==> config.mk <==
export PLATFORM = sky130hd
export DESIGN_NAME = pcCounter
export DESIGN_NICKNAME = d
export VERILOG_FILES = /design/src/verilog/mipsPkg.sv /design/src/verilog/pcCounter.sv
export VERILOG_INCLUDE_DIRS = /design/src /design/src/verilog
export SDC_FILE = /design/constraint.sdc
export NUM_CORES = 1
export LEC_CHECK = 0
export BUFFER_PORTS_ARGS = -buffer_cell sky130_fd_sc_hd__buf_2
export CORE_ASPECT_RATIO = 0.6
export CORE_MARGIN = 2
export CORE_UTILIZATION = 45
export CTS_CLUSTER_DIAMETER = 100
export DETAILED_ROUTE_END_ITERATION = 16
export PLACE_DENSITY = 0.82
export SYNTH_ARGS = -nofsm -noshare
export SYNTH_HDL_FRONTEND = slang
export SYNTH_SLANG_ARGS = --single-unit
==> constraint.sdc <==
create_clock -name clk -period 1.95 [get_ports clk]
set_input_delay 0.0975 -clock clk [delete_from_list [all_inputs] [get_ports clk]]
set_output_delay 0.0975 -clock clk [all_outputs]
set_load 0.02 [all_outputs]
==> src/verilog/mipsDefines.svh <==
`ifndef MIPS_DEFINES_SVH
`define MIPS_DEFINES_SVH

// primary opcodes, instr[31:26]
`define OP_RTYPE 6'h00
`define OP_ORI   6'h0d
`define OP_LUI   6'h0f
`define OP_LW    6'h23
`define OP_SW    6'h2b
`define OP_BEQ   6'h04

// r-type function field, instr[5:0]
`define FN_ADD   6'h20
`define FN_ADDU  6'h21
`define FN_SUB   6'h22
`define FN_SUBU  6'h23

// first fetch address after reset
`define RESET_PC 32'h0000_3000

// data memory depth in words
`define DMEM_WORDS 1024

`endif

==> src/verilog/mipsPkg.sv <==
package mipsPkg;

    typedef logic [31:0] word_t;       // data word and byte address
    typedef logic [4:0]  regNum_t;     // gpr index
    typedef logic [15:0] imm16_t;      // raw i-type immediate
    typedef logic [1:0]  stageTime_t;  // tuse / tnew in pipeline stages

    typedef enum logic [1:0] {
        ALU_ADD = 2'd0,  // zero so a bubble decodes as add
        ALU_SUB = 2'd1,
        ALU_OR  = 2'd2,
        ALU_LUI = 2'd3
    } aluOp_t;

    typedef enum logic [1:0] {
        FWD_NONE = 2'd0,  // keep the stage's own copy
        FWD_MEM  = 2'd1,
        FWD_WB   = 2'd2
    } fwdSel_t;

    // decoded once in decode and carried down the pipe
    typedef struct packed {
        aluOp_t     aluOp;
        logic       useImm;    // alu operand b from immediate
        logic       zeroExt;   // ori zero-extends, others sign-extend
        logic       memWrite;
        logic       memToReg;  // result comes from data memory
        logic       regWrite;
        logic       isBeq;
        regNum_t    destReg;
        stageTime_t tuseRs;    // 3 means rs is not read
        stageTime_t tuseRt;
        stageTime_t tnew;      // counted from execute
    } ctrl_t;

    typedef struct packed {
        word_t   pc;
        regNum_t rsNum;
        regNum_t rtNum;
        word_t   rsVal;
        word_t   rtVal;
        word_t   extImm;
        ctrl_t   ctrl;
    } deStage_t;

    typedef struct packed {
        word_t   aluResult;  // also the data memory address
        word_t   storeData;
        regNum_t rtNum;
        ctrl_t   ctrl;
    } emStage_t;

    typedef struct packed {
        word_t aluResult;
        word_t loadData;
        ctrl_t ctrl;
    } mwStage_t;

    typedef struct packed {
        logic    valid;
        regNum_t regNum;
        word_t   data;
    } wbEvent_t;

endpackage

==> src/verilog/pcCounter.sv <==
`include "mipsDefines.svh"

module pcCounter (
    input  logic           clk,
    input  logic           arstN,
    input  logic           stall,         // decode cannot accept a new word
    input  logic           branchTaken,   // beq in decode resolved taken
    input  mipsPkg::word_t branchTarget,
    output mipsPkg::word_t pc
);

    mipsPkg::word_t pcNext;

    // redirect only ever lands after the delay slot, which is already in fetch
    always_comb begin
        if (branchTaken) begin
            pcNext = branchTarget;
        end else begin
            pcNext = pc + 32'd4;  // sequential word
        end
    end

    always_ff @(posedge clk or negedge arstN) begin
        if (!arstN) begin
            pc <= `RESET_PC;
        end else if (!stall) begin
            pc <= pcNext;
        end
    end

endmodule

# == Word-level counts from Yosys, hierarchy flattened ==
# Cells that the tools add are included.
# Widths: inputs -> output; s select.
# word_totals
word_cells,3
output_inout_bits,32
ff_bits,32
# classes
muxes,1
n_addsub,1
# op_table
op,count
$add 32x3->32 const B,1
$mux 32,1

# == Logic depth before layout (Yosys ltp) ==
# Gate-level depths: netlist of the first run.
# depth
ltp_word,2
depth_mapped,7
ltp_nobuf,6

# == Worst setup path after synthesis of the first run ==
# No wires, ideal clock.
# synth_timing
kind,reg-to-reg
from,reg pc[2]
to,reg pc[24]
slack_ns,-0.032
path_buffers,1
arrival_time_ns,1.903
stages_incl_launch_ff,8
setup_ns,0.080
path_cell_list,dfrtp_1 ha_1 and4_1 clkbuf_1 nand2_1 or3_1 a21oi_1 a2bb2oi_1
# synth_via
elab_chain_cells,2
# synth_rtl
element,line,rtl
start: declaration,pcCounter.sv:9,output mipsPkg::word_t pc
start signal: assignment,pcCounter.sv:25,pc <= `RESET_PC;
start signal: assignment,pcCounter.sv:27,pc <= pcNext;
$add 32x3->32,pcCounter.sv:19,pcNext = pc + 32'd4;
$mux 32,pcCounter.sv:16,if (branchTaken) begin
# Every way passes these cells.
# A chain may end at the register's enable or synchronous reset.

# == Final worst setup path of the first run ==
# layout_timing
from,reg pc[12]
to,reg pc[24]
# The elaborated chain is that of the path after synthesis.

==> metrics, run 1 <==
status finished clean; Yosys cell types 43; number of clock sinks 32; Final Util approximately three fifths; Top reg by flops pc; commonest cells in the synthesized netlist dfrtp_1, o21ai_0, a21oi_1, nand2_1, nand3_1; Filler cells 384; DRC viols 0; Final min period 1901 ps; cell area after synthesis 1989 sq um; top cell type's share of synthesized area 37.74%; final clock skew approximately 3.6 ps; TritonCTS clock tree done; Vert. Die Dim 55.51 um; CTS Buffer Depth 2; ys async rst share 100.0%; post-CTS setup buffers 0; I/O Pins 68; Worst-Margin Slew 700.0 ps; drt wl/cell 16.09 um; largest cells by area after synthesis dfrtp_1, o21ai_0, a21oi_1; drt via density 5.971; Top Registers pc x32; setup violators final 0; power per cell area 778.1 nW/um^2; Setup Slack @ Placement around 67 ps; Ant. Diodes 0; P&R area growth vs syn 29.06%; grt ovf 0; Leak 1.146 nW; final hold violation count 0; Final HPWL DP approximately 4500 um; Max Transition Viols Final 0; Post-synth EDFFs 0; Multi-input gate area ~1100 sq um; CTS buffer count 5; syn_nets between 200 and 300; initial antenna violation count 0; Startpoint Class flop; Syn Area/Cell 8.221 sq um; largest net degree at the start of global routing between 40 and 50; Post-Route WL 6035 um; finished layout cell area ~2600 sq um; fmax 526.0 MHz; worst-path fanout max 7; H-tree Lvls 2; post-synthesis sequential area ratio 40.38%; Primary FF master, synth dfrtp_1; remaining antenna violation count 0; GPL Wtd Cong 0.9235; worst setup margin 48.79 ps; crit path capture type flop; port bufs 67; Synth area leader dfrtp_1; first-pass GRT wire length 9832 um; share of layout cells above drive strength 1 between 30% and 40%; crit path kind flop to flop; DR pass1 iterations 5; Worst Hold Class primary input to flop; Root Driver clkbuf_8; Largest register FFs 32; worst vdd ir 578.3 uV; DR iter-0 viols 226; Placed Area 2440 sq um; CP required between 2000 and 2500 ps; core area 4167 sq um; Mapped Cells 242; row cnt 18; Tcrit/Tclk final between 90% and 100%; die area 4987 sq um; Reg area 805.8 sq um; #FFs+latches synth 32; Non-Filler Instances ~380; cell with the most instances after synthesis dfrtp_1; Clk Latency, worst-skew pair 280 ps; clock slew at reported path FFs approximately 70 ps; vias in the first global route 2,061; cell count after placement roughly 370; worst endpoint data arrival time 2090 ps; Die X 89.84 um; Total GRT Usage 24.17%; final net count ~350; initial core utilization 47.75%; Ys Warns 0; number of max-cap violations 0; Worst slew margin 53.33%; Tot Pwr 1.998 mW; via count 2,239
==> layer usage <==
layer	global-route usage [%]	wire [um]	up-vias
li1	-	-	1064
met1	36.80	2856	1032
met2	34.09	2487	140
met3	7.640	683	3
met4	3.736	8	0
met5	0	0	-
==> critical path: stages (launching register included) <==
cell and delay (ps):
dfstp_2 590, nand4_1 180, or2_4 310, or3_4 400, a21oi_1 150, a2bb2oi_1 180
==> cell usage in the layout (no fill, tap or decap), drive strengths merged, types with 2 or more instances in the layout <==
cell / count
nor3: 7
and4: 6
a32oi: 2
or3: 2
clkbuf: 6
a211oi: 2
clkinv: 2
o21ai: 28
dfstp: 2
buf: 81
inv: 4
o211ai: 2
nand3: 17
o22a: 4
dfrtp: 30
o22ai: 5
or4: 2
nor4: 4
nand2: 24
nor2: 16
nand4: 6
a2bb2oi: 2
and2: 2
mux2i: 4
a22oi: 7
a41oi: 2
and3: 8
a21oi: 23
a31oi: 2
==> where the power goes <==
group	switching (mW)	leakage, nW	internal (mW)
registers	0.131	0.371	0.764
clock network	0.242	0.0510	0.281
logic	0.352	0.724	0.227
==> through the flow <==
| step | TNS, ps | hold slack (ps) |
|---|---|---|
| 3_3_place_gp | 0 | 194.9 |
| 3_5_place_dp | 0 | 188.4 |
| 6_report | 0 | 17.39 |
| 4_1_cts | 0 | 13.40 |
| 5_1_grt | -27.09 | 35.20 |
| 2_1_floorplan | 0 | -198.1 |
==> what timing repair did <==
item	in CTS	in global routing
hold buffers	1	0
setup endpoints to repair	0	5
hold endpoints to repair	30	0
gates resized for setup	0	7
==> area by class of cell <==
class | instances | share of cell area, %
clock inverter | 2 | 0.3899
multi-input combinational | 189 | 43.96
timing repair buffer | 82 | 17.54
clock buffer | 6 | 3.216
tap | 60 | 2.924
inverter | 4 | 0.5848
sequential | 32 | 31.38
==> path summary, 6_finish.rpt <==
check                                     start  endpoint  slack, ps  cells past startpoint
worst max-delay path                     pc[12]    pc[24]         50                      5
worst min-delay path            branchTarget[0]     pc[0]         20                      3
worst max register to register           pc[12]    pc[24]         50                      5
worst min register to register            pc[1]     pc[1]        490                      2
max in group asynchronous                 arstN     pc[3]       1050                      2
min in group asynchronous                 arstN    pc[11]        400                      2
==> cell families after synthesis <==
kind of cell | after synthesis | share of synthesized area, %
buffers and inverters | 21 | 4.151
adder cells (fa/ha/maj) | 1 | 0.6288
flip-flops | 32 | 40.38
AND/OR/NAND/NOR | 96 | 25.03
AO/OA/AOI/OAI | 87 | 27.23
multiplexers | 5 | 2.579
(Power assumes the default switching activity.)
==> run 2: changes to the inputs <==
PLACE_DENSITY = 0.76   (was 0.82)
==> run 2 against run 1 <==
  * Die area stayed put
  * Clock power is 3.8% lower
  * Clock skew increased by 6.4 ps
  * Maximum frequency grew 2.7%
  * Wire length is 0.31% higher
  * Count of clock-buffer cells in the layout is 1 higher
  * Sequential share of layout area about the same
  * Worst setup slack improved by 51 ps
  * Sequential cell count did not move
  * First-iteration DRC count is 11% lower
  * Critical endpoint is now pc[28]
==> metrics, run 2 (synthesized netlist as in run 1, its figures left out) <==
status finished clean (unchanged); DRC viols 0 (unchanged); initial core utilization 47.75% (unchanged); largest net degree at the start of global routing 34 (was 43); Top Registers pc x32 (unchanged); Vert. Die Dim 55.51 um (unchanged); most frequent cells in the layout buf_2, o21ai_0, dfrtp_1 (unchanged); CP most frequent cell nand2_1; TritonCTS clock tree done (unchanged); row cnt 18 (unchanged); grt ovf 0 (unchanged); Worst-Margin Slew 732.7 ps (was 700.0 ps); Root Driver clkbuf_8 (unchanged); drt via density 5.974 (was 5.971); final clock skew 10.07 ps (was 3.625 ps); RSZ-0062 raised after global routing false; Largest register FFs 32 (unchanged); Die X 89.84 um (unchanged); Ant. Diodes 0 (unchanged); number of max-cap violations 0 (unchanged); power per cell area 768.3 nW/um^2 (was 778.1 nW/um^2); Largest stage delay, worst path 400 ps (was 590 ps); cell count after placement 368 (was 366); CP required 2120 ps (was 2140 ps); Leak 1.151 nW (was 1.146 nW); initial antenna violation count 0 (unchanged); I/O Pins 68 (unchanged); Startpoint Class flop (unchanged); remaining antenna violation count 0 (unchanged); CTS buffer count 5 (unchanged); Worst Hold Class primary input to flop (unchanged); first-pass GRT wire length 9867 um (was 9832 um); Non-Filler Instances 378 (was 375); core area 4167 sq um (unchanged); Final min period 1850 ps (was 1901 ps); clock slew at reported path FFs 70 ps (about the same); GPL Wtd Cong 0.8913 (was 0.9235); worst-path fanout max 6 (was 7); Clk Latency, worst-skew pair 280 ps (about the same); Sequential Power Share 45.4% (was 44.8%); commonest non-fill, non-tap cell in the layout buf_2 (unchanged); CP max-delay cell dfrtp_2 (was dfstp_2); H-tree Lvls 2 (unchanged); Worst slew margin 51.15% (was 53.33%); finished layout cell area 2566 sq um (was 2567 sq um); critical-path cell list ha_1 > and4_2 > nand2_1 > nor4_2 > mux2i_1 > nand2_1 (was nand4_1 > or2_4 > or3_4 > a21oi_1 > a2bb2oi_1); Sw Share 37.08% (was 36.30%); port bufs 67 (unchanged); Final HPWL DP 4408 um (was 4480 um); Max Transition Viols Final 0 (unchanged); P&R area growth vs syn 28.99% (was 29.06%); final net count 354 (was 351); DR iter-0 viols 201 (was 226); number of clock sinks 32 (unchanged); Tcrit/Tclk final 94.89% (was 97.50%); clock share of power 25.5% (was 26.2%); Top reg by flops pc (unchanged); Tot Pwr 1.972 mW (was 1.998 mW); drt wl/cell 16.02 um (was 16.09 um); CTS Buffer Depth 2 (unchanged); crit path capture type flop (unchanged); Post-Route WL 6054 um (was 6035 um); share of layout cells above drive strength 1 31.45% (was 33.02%); worst vdd ir 414.5 uV (was 578.3 uV); die area 4987 sq um (unchanged); net switching power 0.7311 mW (was 0.7251 mW); post-CTS setup buffers 0 (unchanged); setup_tns 0 ps (unchanged); DR pass1 iterations 5 (unchanged); setup violators final 0 (unchanged); final hold violation count 0 (unchanged); Final Util 61.59% (was 61.62%); Internal Power 1.240 mW (was 1.273 mW); Total GRT Usage 24.47% (was 24.17%); crit path kind flop to flop (unchanged); vias in the first global route 2,040 (was 2,061); via count 2,258 (was 2,239); Combinational Power Share 29.1% (was 28.9%); worst endpoint data arrival time 2020 ps (was 2090 ps); fmax 540.4 MHz (was 526.0 MHz); Placed Area 2455 sq um (was 2440 sq um)
[run 2: power groups by stage]
stage | clock (mW) | combinational [mW] | sequential (mW)
final | 0.503 | 0.574 | 0.895
after global routing | 0.541 | 0.628 | 0.912
after CTS | 0.510 | 0.572 | 0.890
after detailed placement | 0 | 0.568 | 0.902
after global placement | 0 | 0.559 | 0.895
after floorplan | 0 | 0.219 | 1.00
[run 2: timing repair]
| action | in CTS | in global routing |
|---|---|---|
| hold buffers | 2 | 0 |
| gates resized for setup | 0 | 3 |
| hold endpoints to repair | 31 | 0 |
| setup endpoints to repair | 0 | 3 |
[run 2: worst paths after layout]
path | startpoint | end | slack, ps | depth (start not counted)
max | pc[2] | pc[28] | 100 | 6
min | branchTarget[0] | pc[0] | 6 | 3
max reg2reg | pc[2] | pc[28] | 100 | 6
min reg2reg | pc[0] | pc[0] | 490 | 2
max in group asynchronous | arstN | pc[3] | 1020 | 2
min in group asynchronous | arstN | pc[11] | 400 | 2
[run 2: per-stage QoR]
step,hold WS [ps],worst slack (ps)
after floorplan,-198.1,38.95
after global placement,195.6,134.1
after detailed placement,198.8,66.23
after CTS,7.140,31.13
after global routing,20.65,1.708
final,5.872,99.57
[run 2: worst max-delay path: cells and delay by family, from the launching register on]
kind	cells	cell delay, ps
adders and majority gates	1	230
and+or+nand+nor	4	860
DFF	1	400
muxes	1	260
[run 2: cell type report]
type                       instances  area [sq um]
fill                             387          1600
multi-input combinational        189          1114
sequential                        32         805.8
timing repair buffer              85         475.5
clock buffer                       7         76.32
tap                               60         75.07
inverter                           4         15.01
clock inverter                     1         5.005
[run 2: layer usage]
| layer | up-vias | wire length [um] | GRT usage [%] |
|---|---|---|---|
| met4 | 0 | 30 | 5.055 |
| li1 | 1074 | - | - |
| met5 | - | 0 | 0 |
| met3 | 5 | 573 | 5.048 |
| met2 | 119 | 2466 | 34.74 |
| met1 | 1060 | 2983 | 38.27 |
